### config.mk
export PLATFORM = sky130hd
export DESIGN_NAME = trap_unit
export DESIGN_NICKNAME = d
export VERILOG_FILES = /design/src/hw/csr_pkg.sv /design/src/hw/trap_pkg.sv /design/src/hw/irq_arbiter.sv /design/src/hw/debug_cause.sv /design/src/hw/trap_ctrl.sv /design/src/hw/trap_csr_file.sv /design/src/hw/trap_unit.sv
export SDC_FILE = /design/constraint.sdc
export NUM_CORES = 1
export LEC_CHECK = 0
export BUFFER_PORTS_ARGS = -buffer_cell sky130_fd_sc_hd__buf_2
export CORE_UTILIZATION = 48
export CTS_BUF_LIST = sky130_fd_sc_hd__clkbuf_16
export DETAILED_ROUTE_END_ITERATION = 10
export HOLD_SLACK_MARGIN = 0.05
export PLACE_DENSITY = 0.69
export SYNTH_ARGS = -nofsm -noshare
export SYNTH_HDL_FRONTEND = slang
export SYNTH_SLANG_ARGS = --single-unit
export TNS_END_PERCENT = 100
### constraint.sdc
create_clock -name clk -period 6.6 [get_ports clk]
set_clock_uncertainty 0.2 [all_clocks]
set_input_delay 1.32 -clock clk [delete_from_list [all_inputs] [get_ports clk]]
set_output_delay 1.32 -clock clk [all_outputs]
set_load 0.02 [all_outputs]
### src/hw/csr_pkg.sv
/*
 * Machine and debug CSR definitions shared by the trap unit.
 * Holds the standard addresses, the bit positions the trap logic touches,
 * reset values and the write bundle used by the core and the trap FSM.
 */
package csr_pkg;

    localparam logic [11:0] CSR_MSTATUS = 12'h300;
    localparam logic [11:0] CSR_MIE     = 12'h304;
    localparam logic [11:0] CSR_MTVEC   = 12'h305;
    localparam logic [11:0] CSR_MEPC    = 12'h341;
    localparam logic [11:0] CSR_MCAUSE  = 12'h342;
    localparam logic [11:0] CSR_DCSR    = 12'h7b0;
    localparam logic [11:0] CSR_DPC     = 12'h7b1;

    localparam int MSTATUS_MIE_BIT = 3;  // global interrupt enable
    localparam int MIE_MSIE_BIT    = 3;
    localparam int MIE_MTIE_BIT    = 7;
    localparam int MIE_MEIE_BIT    = 11;

    localparam int DCSR_STEP_BIT  = 2;  // single step enable
    localparam int DCSR_CAUSE_LSB = 6;  // 3-bit cause field starts here

    localparam logic [31:0] CPU_RESET_ADDR = 32'h0000_0000;
    localparam logic [31:0] MTVEC_RESET    = 32'h0000_0100;

    typedef struct packed {
        logic        we;
        logic [11:0] addr;
        logic [31:0] data;
    } csr_wr_t;

endpackage

### src/hw/trap_pkg.sv
/*
 * Trap and debug-entry definitions.
 * Cause codes, the mtvec offset table, FSM states, debug causes and the
 * request and redirect bundles passed between the trap unit blocks.
 */
package trap_pkg;

    // offset table added to the mtvec base, exceptions first
    localparam logic [31:0] OFS_ILLEGAL        = 32'd0;  // reserved
    localparam logic [31:0] OFS_INSTR_MISALIGN = 32'd4;  // reserved
    localparam logic [31:0] OFS_ECALL          = 32'd8;
    localparam logic [31:0] OFS_EBREAK         = 32'd12; // reserved
    localparam logic [31:0] OFS_LOAD_MISALIGN  = 32'd16; // reserved
    localparam logic [31:0] OFS_STORE_MISALIGN = 32'd20; // reserved
    localparam logic [31:0] OFS_RSVD0          = 32'd24;
    localparam logic [31:0] OFS_RSVD1          = 32'd28;
    localparam logic [31:0] OFS_EXTERNAL       = 32'd32;
    localparam logic [31:0] OFS_SOFTWARE       = 32'd36;
    localparam logic [31:0] OFS_TIMER          = 32'd40;
    localparam logic [31:0] OFS_FAST           = 32'd44; // fast line n at 44 + 4n

    localparam logic [31:0] CAUSE_IRQ_EXTERNAL = 32'h8000_000b;
    localparam logic [31:0] CAUSE_IRQ_SOFTWARE = 32'h8000_0003;
    localparam logic [31:0] CAUSE_IRQ_TIMER    = 32'h8000_0007;
    localparam logic [31:0] CAUSE_IRQ_FAST0    = 32'h8000_0010; // plus line index
    localparam logic [31:0] CAUSE_ECALL        = 32'h0000_000b;

    localparam int TRIG_HOLDOFF = 5;  // cycles a trigger stays disarmed after dret

    typedef enum logic [4:0] {
        IDLE      = 5'b00001,
        W_MSTATUS = 5'b00010,
        W_MEPC    = 5'b00100,
        W_DCSR    = 5'b01000,
        ASSERT    = 5'b10000
    } trap_state_e;

    typedef enum logic [2:0] {
        NONE    = 3'd0,
        EBREAK  = 3'd1,
        TRIGGER = 3'd2,
        DBGREQ  = 3'd3,
        STEP    = 3'd4,
        HALT    = 3'd5
    } dcsr_cause_e;

    typedef struct packed {
        logic        valid;
        logic        executed;
        logic        ecall;
        logic        ebreak;
        logic        mret;
        logic        dret;
        logic [31:0] addr;
    } inst_info_t;

    typedef struct packed {
        logic        software;
        logic        timer;
        logic        external;
        logic [14:0] fast;
    } irq_lines_t;

    typedef struct packed {
        logic        req;
        logic [31:0] cause;
        logic [31:0] offset;
    } trap_req_t;

    typedef struct packed {
        logic        req;
        dcsr_cause_e cause;
    } dbg_req_t;

    typedef struct packed {
        logic        valid;
        logic [31:0] addr;
    } redirect_t;

endpackage

### src/hw/irq_arbiter.sv
/*
 * Interrupt and ecall arbiter.
 * Picks the highest priority enabled interrupt, lets a valid ecall override
 * it and presents the winner's cause and vector offset to the trap FSM.
 */
module irq_arbiter (
    input  trap_pkg::inst_info_t inst_i,
    input  trap_pkg::irq_lines_t irq_i,
    input  logic [31:0]          mie_i,
    input  logic [31:0]          mstatus_i,
    input  logic                 debug_mode_i,
    output trap_pkg::trap_req_t  trap_req_o
);
    import csr_pkg::*;
    import trap_pkg::*;

    logic [3:0]  fast_id;
    logic        irq_hit;
    logic        irq_take;
    logic        ecall_take;
    logic [31:0] irq_cause;
    logic [31:0] irq_offset;

    // lowest set fast line wins
    always_comb begin
        fast_id = 4'd0;
        for (int i = 14; i >= 0; i--) begin
            if (irq_i.fast[i]) fast_id = 4'(i);
        end
    end

    always_comb begin
        irq_hit = 1'b1;
        if (|irq_i.fast) begin  // fast lines are always enabled
            irq_cause  = CAUSE_IRQ_FAST0 + {28'd0, fast_id};
            irq_offset = OFS_FAST + {26'd0, fast_id, 2'b00};
        end else if (irq_i.external && mie_i[MIE_MEIE_BIT]) begin
            irq_cause  = CAUSE_IRQ_EXTERNAL;
            irq_offset = OFS_EXTERNAL;
        end else if (irq_i.software && mie_i[MIE_MSIE_BIT]) begin
            irq_cause  = CAUSE_IRQ_SOFTWARE;
            irq_offset = OFS_SOFTWARE;
        end else if (irq_i.timer && mie_i[MIE_MTIE_BIT]) begin
            irq_cause  = CAUSE_IRQ_TIMER;
            irq_offset = OFS_TIMER;
        end else begin
            irq_hit    = 1'b0;
            irq_cause  = 32'h0;
            irq_offset = 32'h0;
        end
    end

    assign irq_take   = irq_hit && inst_i.valid && mstatus_i[MSTATUS_MIE_BIT] && !debug_mode_i;
    assign ecall_take = inst_i.valid && inst_i.ecall;

    assign trap_req_o.req    = irq_take || ecall_take;
    assign trap_req_o.cause  = ecall_take ? CAUSE_ECALL : irq_cause;
    assign trap_req_o.offset = ecall_take ? OFS_ECALL : irq_offset;

endmodule

### src/hw/debug_cause.sv
/*
 * Debug entry cause selection.
 * Ranks trigger, ebreak, reset halt, debugger request and single step, and
 * keeps a trigger disarmed for a few cycles after the debugger returns.
 */
module debug_cause (
    input  logic                 clk,
    input  logic                 rst_n,
    input  trap_pkg::inst_info_t inst_i,
    input  logic                 debug_req_i,
    input  logic                 trigger_match_i,
    input  logic                 step_en_i,
    input  logic                 debug_mode_i,
    input  logic                 dret_taken_i,
    output trap_pkg::dbg_req_t   dbg_req_o
);
    import csr_pkg::*;
    import trap_pkg::*;

    logic                    trig_armed_q;
    logic [TRIG_HOLDOFF-1:0] trig_dly_q;
    logic                    trig_hold;
    logic                    at_reset;
    dcsr_cause_e             cause;

    assign trig_hold = trig_dly_q[TRIG_HOLDOFF-1];  // delayed copy of the armed flag
    assign at_reset  = (inst_i.addr == CPU_RESET_ADDR);

    always_comb begin
        cause = NONE;
        if (inst_i.valid) begin
            if (trigger_match_i && !trig_hold) cause = TRIGGER;
            else if (inst_i.ebreak) cause = EBREAK;
            else if (debug_req_i && at_reset) cause = HALT;
            else if (debug_req_i && !debug_mode_i) cause = DBGREQ;
            else if (inst_i.executed && step_en_i && !debug_mode_i) cause = STEP;
        end
    end

    assign dbg_req_o.cause = cause;
    assign dbg_req_o.req   = inst_i.valid &&
                             ((trigger_match_i && !trig_hold) || inst_i.ebreak ||
                              (debug_req_i && (at_reset || !debug_mode_i)) ||
                              (inst_i.executed && step_en_i && !debug_mode_i));

    always_ff @(posedge clk or negedge rst_n) begin
        if (!rst_n) begin
            trig_armed_q <= 1'b0;
            trig_dly_q   <= '0;
        end else begin
            if (dret_taken_i) trig_armed_q <= 1'b0;
            else if (cause == TRIGGER) trig_armed_q <= 1'b1;
            trig_dly_q <= {trig_dly_q[TRIG_HOLDOFF-2:0], trig_armed_q};  // holdoff chain
        end
    end

    a_cause_matches_req : assert property (@(posedge clk) disable iff (!rst_n)
        (dbg_req_o.cause == NONE) == !dbg_req_o.req);

endmodule

### src/hw/trap_ctrl.sv
/*
 * Trap sequencing FSM.
 * Accepts an interrupt, ecall, debug entry, mret or dret from IDLE, writes the
 * affected CSRs one per cycle while stalling the pipeline, tracks debug mode
 * and pulses the redirect from the ASSERT state.
 */
module trap_ctrl (
    input  logic                 clk,
    input  logic                 rst_n,
    input  trap_pkg::inst_info_t inst_i,
    input  trap_pkg::trap_req_t  trap_req_i,
    input  trap_pkg::dbg_req_t   dbg_req_i,
    input  logic [31:0]          debug_halt_addr_i,
    input  logic [31:0]          mtvec_i,
    input  logic [31:0]          mepc_i,
    input  logic [31:0]          mstatus_i,
    input  logic [31:0]          dpc_i,
    input  logic [31:0]          dcsr_i,
    output csr_pkg::csr_wr_t     trap_csr_wr_o,
    output logic                 debug_mode_o,
    output logic                 dret_taken_o,
    output logic                 stall_o,
    output trap_pkg::redirect_t  redirect_o
);
    import csr_pkg::*;
    import trap_pkg::*;

    trap_state_e state_q, state_d;
    dcsr_cause_e cause_q, cause_d;
    logic        debug_mode_q, debug_mode_d;
    logic [31:0] assert_addr_q, assert_addr_d;  // redirect target
    logic [31:0] ret_addr_q, ret_addr_d;        // goes to mepc
    logic        trap_take;
    logic        mret_req;
    logic        dret_req;

    assign trap_take = trap_req_i.req && !debug_mode_q;
    assign mret_req  = inst_i.valid && inst_i.mret;
    assign dret_req  = inst_i.valid && inst_i.dret;

    always_comb begin
        state_d       = state_q;
        cause_d       = cause_q;
        debug_mode_d  = debug_mode_q;
        assert_addr_d = assert_addr_q;
        ret_addr_d    = ret_addr_q;
        trap_csr_wr_o = '0;
        dret_taken_o  = 1'b0;
        case (state_q)
            IDLE: begin
                if (trap_take) begin
                    trap_csr_wr_o.we   = 1'b1;
                    trap_csr_wr_o.addr = CSR_MCAUSE;
                    trap_csr_wr_o.data = trap_req_i.cause;
                    assert_addr_d      = mtvec_i + trap_req_i.offset;
                    ret_addr_d         = inst_i.addr;
                    state_d            = W_MSTATUS;
                end else if (dbg_req_i.req) begin
                    debug_mode_d  = 1'b1;
                    cause_d       = dbg_req_i.cause;
                    assert_addr_d = debug_halt_addr_i;
                    if (dbg_req_i.cause == EBREAK) begin  // dpc and dcsr left alone
                        state_d = ASSERT;
                    end else begin
                        trap_csr_wr_o.we   = 1'b1;
                        trap_csr_wr_o.addr = CSR_DPC;
                        trap_csr_wr_o.data = (dbg_req_i.cause == HALT) ? CPU_RESET_ADDR
                                                                       : inst_i.addr;
                        state_d            = W_DCSR;
                    end
                end else if (mret_req) begin
                    trap_csr_wr_o.we   = 1'b1;
                    trap_csr_wr_o.addr = CSR_MSTATUS;
                    trap_csr_wr_o.data = mstatus_i | (32'd1 << MSTATUS_MIE_BIT);
                    assert_addr_d      = mepc_i;
                    state_d            = ASSERT;
                end else if (dret_req) begin
                    debug_mode_d  = 1'b0;
                    dret_taken_o  = 1'b1;
                    assert_addr_d = dpc_i;
                    state_d       = ASSERT;
                end
            end
            W_MSTATUS: begin
                trap_csr_wr_o.we   = 1'b1;
                trap_csr_wr_o.addr = CSR_MSTATUS;
                trap_csr_wr_o.data = mstatus_i & ~(32'd1 << MSTATUS_MIE_BIT);  // mask irqs
                state_d            = W_MEPC;
            end
            W_MEPC: begin
                trap_csr_wr_o.we   = 1'b1;
                trap_csr_wr_o.addr = CSR_MEPC;
                trap_csr_wr_o.data = ret_addr_q;
                state_d            = ASSERT;
            end
            W_DCSR: begin
                trap_csr_wr_o.we   = 1'b1;
                trap_csr_wr_o.addr = CSR_DCSR;
                trap_csr_wr_o.data = (dcsr_i & ~(32'h7 << DCSR_CAUSE_LSB)) |
                                     ({29'd0, cause_q} << DCSR_CAUSE_LSB);
                state_d            = ASSERT;
            end
            ASSERT: state_d = IDLE;
            default: state_d = IDLE;
        endcase
    end

    always_ff @(posedge clk or negedge rst_n) begin
        if (!rst_n) begin
            state_q      <= IDLE;
            cause_q      <= NONE;
            debug_mode_q <= 1'b0;
        end else begin
            state_q      <= state_d;
            cause_q      <= cause_d;
            debug_mode_q <= debug_mode_d;
        end
    end

    always_ff @(posedge clk) begin
        assert_addr_q <= assert_addr_d;
        ret_addr_q    <= ret_addr_d;
    end

    assign debug_mode_o     = debug_mode_q;
    assign redirect_o.valid = (state_q == ASSERT);
    assign redirect_o.addr  = assert_addr_q;
    assign stall_o = (state_q inside {W_MSTATUS, W_MEPC, W_DCSR}) ||
                     ((state_q == IDLE) && (trap_take || dbg_req_i.req || mret_req || dret_req));

    a_state_onehot : assert property (@(posedge clk) disable iff (!rst_n)
        $onehot(state_q));
    a_redirect_after_stall : assert property (@(posedge clk) disable iff (!rst_n)
        redirect_o.valid |-> (state_q == ASSERT) && $past(stall_o));
    a_no_write_in_assert : assert property (@(posedge clk) disable iff (!rst_n)
        (state_q == ASSERT) |-> !trap_csr_wr_o.we);

endmodule

### src/hw/trap_csr_file.sv
/*
 * Trap CSR file.
 * Holds mtvec, mepc, mcause, mstatus, mie, dpc and dcsr. A trap FSM write
 * wins over a core write in the same cycle; any address reads back
 * combinationally, unknown ones as zero.
 */
module trap_csr_file (
    input  logic             clk,
    input  logic             rst_n,
    input  csr_pkg::csr_wr_t trap_wr_i,
    input  csr_pkg::csr_wr_t core_wr_i,
    input  logic [11:0]      raddr_i,
    output logic [31:0]      rdata_o,
    output logic [31:0]      mtvec_o,
    output logic [31:0]      mepc_o,
    output logic [31:0]      mstatus_o,
    output logic [31:0]      mie_o,
    output logic [31:0]      dpc_o,
    output logic [31:0]      dcsr_o
);
    import csr_pkg::*;

    csr_wr_t     wr;
    logic [31:0] mtvec_q, mepc_q, mcause_q, mstatus_q, mie_q, dpc_q, dcsr_q;

    function automatic logic [31:0] csr_read(input logic [11:0] addr);
        case (addr)
            CSR_MTVEC:   return mtvec_q;
            CSR_MEPC:    return mepc_q;
            CSR_MCAUSE:  return mcause_q;
            CSR_MSTATUS: return mstatus_q;
            CSR_MIE:     return mie_q;
            CSR_DPC:     return dpc_q;
            CSR_DCSR:    return dcsr_q;
            default:     return 32'h0;
        endcase
    endfunction

    assign wr = trap_wr_i.we ? trap_wr_i : core_wr_i;  // trap side has priority

    always_ff @(posedge clk or negedge rst_n) begin
        if (!rst_n) begin
            mtvec_q   <= MTVEC_RESET;
            mepc_q    <= 32'h0;
            mcause_q  <= 32'h0;
            mstatus_q <= 32'h0;
            mie_q     <= 32'h0;
            dpc_q     <= 32'h0;
            dcsr_q    <= 32'h0;
        end else if (wr.we) begin
            case (wr.addr)
                CSR_MTVEC:   mtvec_q   <= wr.data;
                CSR_MEPC:    mepc_q    <= wr.data;
                CSR_MCAUSE:  mcause_q  <= wr.data;
                CSR_MSTATUS: mstatus_q <= wr.data;
                CSR_MIE:     mie_q     <= wr.data;
                CSR_DPC:     dpc_q     <= wr.data;
                CSR_DCSR:    dcsr_q    <= wr.data;
                default: ;  // unmapped, dropped
            endcase
        end
    end

    always_comb rdata_o = csr_read(raddr_i);

    assign mtvec_o   = mtvec_q;
    assign mepc_o    = mepc_q;
    assign mstatus_o = mstatus_q;
    assign mie_o     = mie_q;
    assign dpc_o     = dpc_q;
    assign dcsr_o    = dcsr_q;

    a_trap_write_lands : assert property (@(posedge clk) disable iff (!rst_n)
        trap_wr_i.we |=> csr_read($past(trap_wr_i.addr)) == $past(trap_wr_i.data));

endmodule

### src/hw/trap_unit.sv
/*
 * Trap and debug-entry unit top level.
 * Connects the interrupt arbiter, debug cause logic, trap FSM and CSR file.
 * The core holds inst_i while stall_o is high and follows redirect_o.
 */
module trap_unit (
    input  logic                 clk,
    input  logic                 rst_n,
    input  trap_pkg::inst_info_t inst_i,
    input  trap_pkg::irq_lines_t irq_i,
    input  logic                 debug_req_i,
    input  logic                 trigger_match_i,
    input  logic [31:0]          debug_halt_addr_i,
    input  csr_pkg::csr_wr_t     core_csr_i,
    input  logic [11:0]          csr_raddr_i,
    output logic                 stall_o,
    output trap_pkg::redirect_t  redirect_o,
    output logic [31:0]          csr_rdata_o
);
    import csr_pkg::*;
    import trap_pkg::*;

    trap_req_t   trap_req;
    dbg_req_t    dbg_req;
    csr_wr_t     trap_csr_wr;
    logic        debug_mode;
    logic        dret_taken;
    logic [31:0] mtvec, mepc, mstatus, mie, dpc, dcsr;  // csr view

    irq_arbiter u_irq_arbiter (
        .inst_i       (inst_i),
        .irq_i        (irq_i),
        .mie_i        (mie),
        .mstatus_i    (mstatus),
        .debug_mode_i (debug_mode),
        .trap_req_o   (trap_req)
    );

    debug_cause u_debug_cause (
        .clk             (clk),
        .rst_n           (rst_n),
        .inst_i          (inst_i),
        .debug_req_i     (debug_req_i),
        .trigger_match_i (trigger_match_i),
        .step_en_i       (dcsr[DCSR_STEP_BIT]),
        .debug_mode_i    (debug_mode),
        .dret_taken_i    (dret_taken),
        .dbg_req_o       (dbg_req)
    );

    trap_ctrl u_trap_ctrl (
        .clk               (clk),
        .rst_n             (rst_n),
        .inst_i            (inst_i),
        .trap_req_i        (trap_req),
        .dbg_req_i         (dbg_req),
        .debug_halt_addr_i (debug_halt_addr_i),
        .mtvec_i           (mtvec),
        .mepc_i            (mepc),
        .mstatus_i         (mstatus),
        .dpc_i             (dpc),
        .dcsr_i            (dcsr),
        .trap_csr_wr_o     (trap_csr_wr),
        .debug_mode_o      (debug_mode),
        .dret_taken_o      (dret_taken),
        .stall_o           (stall_o),
        .redirect_o        (redirect_o)
    );

    trap_csr_file u_trap_csr_file (
        .clk       (clk),
        .rst_n     (rst_n),
        .trap_wr_i (trap_csr_wr),
        .core_wr_i (core_csr_i),
        .raddr_i   (csr_raddr_i),
        .rdata_o   (csr_rdata_o),
        .mtvec_o   (mtvec),
        .mepc_o    (mepc),
        .mstatus_o (mstatus),
        .mie_o     (mie),
        .dpc_o     (dpc),
        .dcsr_o    (dcsr)
    );

endmodule

# Word-level counts from Yosys, hierarchy flattened
# Cells that the tools add are included.
[op_classes]
n_addsub = 3
n_eq_ne = 24
n_mux = 63
bitwise_logic = 2
n_reduce_logical = 47
[ops]
columns = ["operator", "count"]
rows = [
  ["2-to-1 mux 32 bit", 14],
  ["2-to-1 mux 45 bit", 5],
  ["one-hot mux 32 bit (7 select lines)", 1],
  ["one-hot mux 45 bit (4 select lines)", 1],
  ["equality test 12 x 10 -> 1 bit (second input constant)", 10],
  ["2-to-1 mux 4 bit", 15],
  ["equality test 12 x 11 -> 1 bit (second input constant)", 4],
  ["adder 32 bit", 1],
  ["adder 32 x 4 -> 32 bit (first input constant)", 1],
  ["logical NOT 32 bit", 1],
  ["OR 32 x 9 -> 32 bit", 1],
  ["2-to-1 mux 5 bit", 5],
  ["logical AND 1 bit", 18],
  ["2-to-1 mux 3 bit", 6],
  ["AND reduction 2 bit", 9],
  ["one-hot mux 5 bit (3 select lines)", 1],
  ["OR reduction 15 bit", 1],
  ["2-to-1 mux 1 bit", 14],
  ["logical OR 1 bit", 9],
  ["adder 6 x 6 -> 7 bit (first input constant)", 1],
  ["2-to-1 mux 6 bit", 1],
  ["equality test 5 x 1 -> 1 bit (second input constant)", 1],
  ["equality test 5 x 2 -> 1 bit (second input constant)", 1],
  ["equality test 5 x 3 -> 1 bit (second input constant)", 1],
  ["15 further kinds", 17],
]
[word_totals]
reg_bits = 303
word_cells = 153

# Longest topological paths before layout
[logic_depth]
word_depth = 23
mapped_depth = 19

# Hierarchy
# From an unflattened synthesis, not the netlist that was laid out.
[hier_totals]
cells_unflattened = 1644
area_unflattened_um2 = 18318.8
[modules_own_cells]
columns = ["module", "instances", "cells_per_inst", "area_per_inst_um2", "seq_area_each_um2"]
rows = [
  ["trap_csr_file", 1, 780, 10969.3, 5606.6],
  ["trap_ctrl", 1, 702, 6173.4, 2148.3],
  ["irq_arbiter", 1, 126, 838.3, 0.0],
  ["debug_cause", 1, 36, 337.8, 150.1],
]

# Least setup slack after synthesis
# No wires, ideal clock.
[synth_timing]
path_type = "input to output"
startpoint = "input port inst_i[9] (netlist bit)"
endpoint = "output port stall_o"
t_arrival_ns = 4.845
t_required_ns = 5.080
slack_ns = 0.235
stages = 8
path_buffers = 1
cell_sequence = "nor4b_1 > nand4_1 > nor4_2 > o21ai_1 > clkbuf_1 > a31oi_1 > nor2_1 > inv_1"
[synth_via]
elab_chain_len = 11
[synth_lines]
columns = ["item", "line", "rtl"]
rows = [
  ["start: declaration", "trap_unit.sv:9", "input trap_pkg::inst_info_t inst_i,"],
  ["logical NOT 32 bit", "debug_cause.sv:27", "assign at_reset = (inst_i.addr == CPU_RESET_ADDR);"],
  ["logical OR 1 bit", "debug_cause.sv:43", "(debug_req_i && (at_reset || !debug_mode_i)) ||"],
  ["logical AND 1 bit", "debug_cause.sv:43", ""],
  ["logical OR 1 bit", "debug_cause.sv:42", "((trigger_match_i && !trig_hold) || inst_i.ebreak ||"],
  ["logical OR 1 bit", "debug_cause.sv:43", ""],
  ["logical AND 1 bit", "debug_cause.sv:41", "assign dbg_req_o.req = inst_i.valid &&"],
  ["logical OR 1 bit (3 in a row)", "trap_ctrl.sv:129", "((state_q == IDLE) && (trap_take || dbg_req_i.req || mret_req || dret_req));"],
  ["logical AND 1 bit", "trap_ctrl.sv:129", ""],
  ["logical OR 1 bit", "trap_ctrl.sv:128", "assign stall_o = (state_q inside {W_MSTATUS, W_MEPC, W_DCSR}) ||"],
  ["end: declaration", "trap_unit.sv:16", "output logic stall_o,"],
]
# Every way passes these cells.

# Worst setup path after layout
[layout_timing]
startpoint = "input port irq_i[12] (netlist bit)"
endpoint = "register u_trap_ctrl.assert_addr_q[30], data pin"
[layout_via]
elab_chain_len = 18
[layout_lines]
columns = ["item", "line", "rtl"]
rows = [
  ["start: declaration", "trap_unit.sv:10", "input trap_pkg::irq_lines_t irq_i,"],
  ["2-to-1 mux 4 bit (13 in a row)", "irq_arbiter.sv:28", "if (irq_i.fast[i]) fast_id = 4'(i);"],
  ["adder 6 x 6 -> 7 bit", "irq_arbiter.sv:36", "irq_offset = OFS_FAST + {26'd0, fast_id, 2'b00};"],
  ["2-to-1 mux 32 bit", "irq_arbiter.sv:34", "if (|irq_i.fast) begin"],
  ["2-to-1 mux 32 bit", "irq_arbiter.sv:58", "assign trap_req_o.offset = ecall_take ? OFS_ECALL : irq_offset;"],
  ["adder 32 bit", "trap_ctrl.sv:55", "assert_addr_d = mtvec_i + trap_req_i.offset;"],
  ["2-to-1 mux 32 bit (*)", "trap_ctrl.sv:51", "if (trap_take) begin"],
  ["end signal: assignment", "trap_ctrl.sv:121", "assert_addr_q <= assert_addr_d;"],
  ["end: declaration", "trap_ctrl.sv:31", "logic [31:0] assert_addr_q, assert_addr_d;"],
]
# Mark *: on every way between the ends. The rest lies on a longest branch, timed or not.
# A chain may end at the register's enable or synchronous reset.

==> results.json <==
{
  "tritoncts": "built",
  "synth_top_family_by_area": "compound AO/OA/AOI/OAI gates",
  "ys_seq_area_share_pct": 50.89,
  "final_area_um2": 18220,
  "tns_ns": 0,
  "wl_met3_um": 5468,
  "hp-class": "reg2reg",
  "status": "finished clean",
  "grt_pass1_vias": 13170,
  "root_buffer": "clkbuf_16",
  "muxShareOfSynthArea_pct": 13.85,
  "remaining_drc_errors": 0,
  "synthXorXnorAreaFrac_pct": 1.522,
  "h-tree-depth": 2,
  "grt_max_degree": 132,
  "initial_utilization_pct": 48.97,
  "synthSimpleGateAreaFrac_pct": 12.36,
  "syn_area_um2": 15530,
  "grt_pass1_wl_um": 80390,
  "worst_hold_slack_ns": 0.1464,
  "numPlacedInstances": 1933,
  "fp.dieH_um": 181.9,
  "grt_setup_unrepaired": "false",
  "reg2regPathDepth": 10,
  "synth_flop_cell": "dfrtp_1",
  "grt_usage_pct": 32.40,
  "num_rows": 65,
  "cts_buffers": 34,
  "syn_inst": 1382,
  "crit_fanout": 7,
  "avgSynthCellArea_um2": 11.24,
  "synthesis.nets": 1538,
  "cp.required_ns": 6.64,
  "gp_congestion": 0.9223,
  "cts_sinks": 303,
  "antenna_found_initial": 0,
  "drive_above_1_share_pct": 28.45,
  "cts-resized-gates": 0,
  "wl_um": 53610,
  "detail_route.wl_per_cell_um": 26.87,
  "synthArstFlopShare_pct": 78.88,
  "antenna_left": 0,
  "max_cap_violations": 0,
  "routed_via_density": 6.770,
  "setup_viol": 0,
  "core_um2": 31720,
  "cp.arrival_ns": 5.46,
  "slew_headroom_pct": 37.05,
  "fin_crit_sh_pct": 82.12,
  "dp_hpwl_um": 34040,
  "cts.path.max_buffers": 3,
  "dr.first_iter.drc_count": 1962,
  "synthAdderAreaFrac_pct": 0.6122,
  "holdPathStages": 0,
  "vias": 13510,
  "synth_compound_area_share_pct": 17.36,
  "placed_area_um2": 17110,
  "ir_worst_vdd_mv": 0.1804,
  "cts_setup_buffers": 0,
  "leakage_uw": 0.008055,
  "worstMarginPinSlew_ns": 0.9442,
  "final_max_slew_viol_count": 0,
  "port_buffers": 214,
  "end_kind": "register",
  "clkTransAtPathRegs_ns": 0.06,
  "postCtsHoldBufs": 0,
  "drtPass1Iterations": 9,
  "power_uw": 6847,
  "layout.nets": 1723,
  "floorplan.die_area_um2": 33090,
  "stdcell_count": 1995,
  "wl_met2_um": 24450,
  "synth_edf_count": 64,
  "ys.warnings.count": 0,
  "timing.final.crit_period_ns": 5.420,
  "max_freq_mhz": 184.5,
  "critical_path_class": "in2reg",
  "ios": 215,
  "overflow": 0,
  "hold_violations": 0,
  "area_growth_pct": 17.32,
  "powerDensity_nw_per_um2": 375.7,
  "start_kind": "input pin",
  "highest_layer": "met4",
  "die_w_um": 181.9,
  "ys_ff_latch": 303,
  "clk_latency_ns": 0.52,
  "ys_types": 70,
  "drt-met1-wl_um": 20930
}
## final timing paths
kind / slack [ns] / to / from
max: 1.18 / u_trap_ctrl.assert_addr_q[30] / irq_i[12]
min: 0.15 / u_debug_cause.trig_dly_q[1] / u_debug_cause.trig_dly_q[0]
max reg2reg: 2.25 / u_trap_csr_file.mstatus_o[13] / u_trap_ctrl.state_q[0]
min reg2reg: 0.15 / u_debug_cause.trig_dly_q[1] / u_debug_cause.trig_dly_q[0]
max in group asynchronous: 4.25 / u_trap_csr_file.mepc_o[26] / rst_n
min in group asynchronous: 0.66 / u_debug_cause.trig_dly_q[0] / rst_n
## kinds of logic after synthesis
group | count (synthesis)
compound gates | 355
xor+xnor | 27
fa+ha+maj | 7
buf+inv | 112
flops | 303
mux | 194
simple gates | 384
## registers in the layout, indices dropped and copies added, names as in the netlist
register,flops
u_trap_csr_file.mtvec_o,32
u_trap_csr_file.mstatus_o,32
u_trap_csr_file.dpc_o,32
u_trap_csr_file.dcsr_o,32
u_debug_cause.trig_dly_q,5
u_trap_ctrl.ret_addr_q,32
u_trap_ctrl.assert_addr_q,32
u_trap_csr_file.mcause_q,32
u_trap_ctrl.state_q,5
u_trap_csr_file.mepc_o,32
u_debug_cause.trig_armed_q,1
u_trap_ctrl.cause_q,3
u_trap_csr_file.mie_o,32
u_trap_ctrl.debug_mode_o,1
## Yosys cell counts, drive strengths merged (15+ instances only)
cell    instances  share of area, %
and3           39               1.6
a222oi         70               4.5
a221oi         37               2.1
nor3           16              0.52
nor2           33              0.83
a221o          26               1.7
edfxtp         64                12
nand3          45               1.4
mux2i          27               1.7
mux2          167                12
a31oi          15              0.96
buf            29               1.4
a21oi          23              0.81
nor4           23               1.1
nand2         172               4.2
o21ai         124               4.0
xor2           22               1.2
dfrtp         237                38
clkbuf         74               1.8
a22o           26               1.5
## power breakdown
| group | switching, µW | total [µW] | internal (µW) |
|---|---|---|---|
| Clock | 783 | 1910 | 1130 |
| Combinational | 1220 | 2010 | 786 |
| Sequential | 390 | 2930 | 2540 |
## metrics by stage
stage	util (%)	worst slack [ns]
detailed placement	53.93	0.7205
floorplan	-	0.2353
global route	57.45	0.8751
finish	57.46	1.180
CTS	57.45	1.235
global placement	53.93	0.8358
## cell type report
| type | instances | area, µm² |
|---|---|---|
| Clock inverter | 24 | 190.2 |
| Clock buffer | 37 | 925.9 |
| Sequential cell | 303 | 7905 |
| Inverter | 9 | 33.78 |
| Tap cell | 402 | 503.0 |
| Antenna cell | 1 | 2.502 |
| Multi-Input combinational cell | 967 | 7222 |
| Fill cell | 2690 | 13490 |
| Timing Repair Buffer | 252 | 1441 |
## cell usage in the layout, fill, tap and decap left out, drive strengths merged, types with 26 or more instances in the layout
cell / instances
clkbuf: 37
mux2i: 27
edfxtp: 64
a221o: 26
o21ai: 124
a22o: 26
dfrtp: 237
and3: 39
nand3: 45
mux2: 167
buf: 252
nor2: 33
nand2: 172
a221oi: 37
a222oi: 70
## critical path, cell delays in order
cell	delay (ns)
buf_2	0.12
nand2b_1	0.13
a21oi_1	0.15
o21bai_1	0.09
a2111oi_0	0.41
o21bai_1	0.21
ha_1	0.25
o21ai_0	0.16
nor2_1	0.07
ha_1	0.34
a21oi_1	0.08
o21bai_1	0.23
a21oi_1	0.22
or4b_2	0.88
nor3_1	0.43
a21oi_1	0.11
a31oi_1	0.16
o21ai_0	0.12
## metal layers
metal	vias to the layer above	global-route usage (%)
met1	6665	44.23
met3	191	4.553
li1	5730	-
met5	-	0
met2	920	51.14
met4	0	15.29
(Power assumes the default switching activity.)
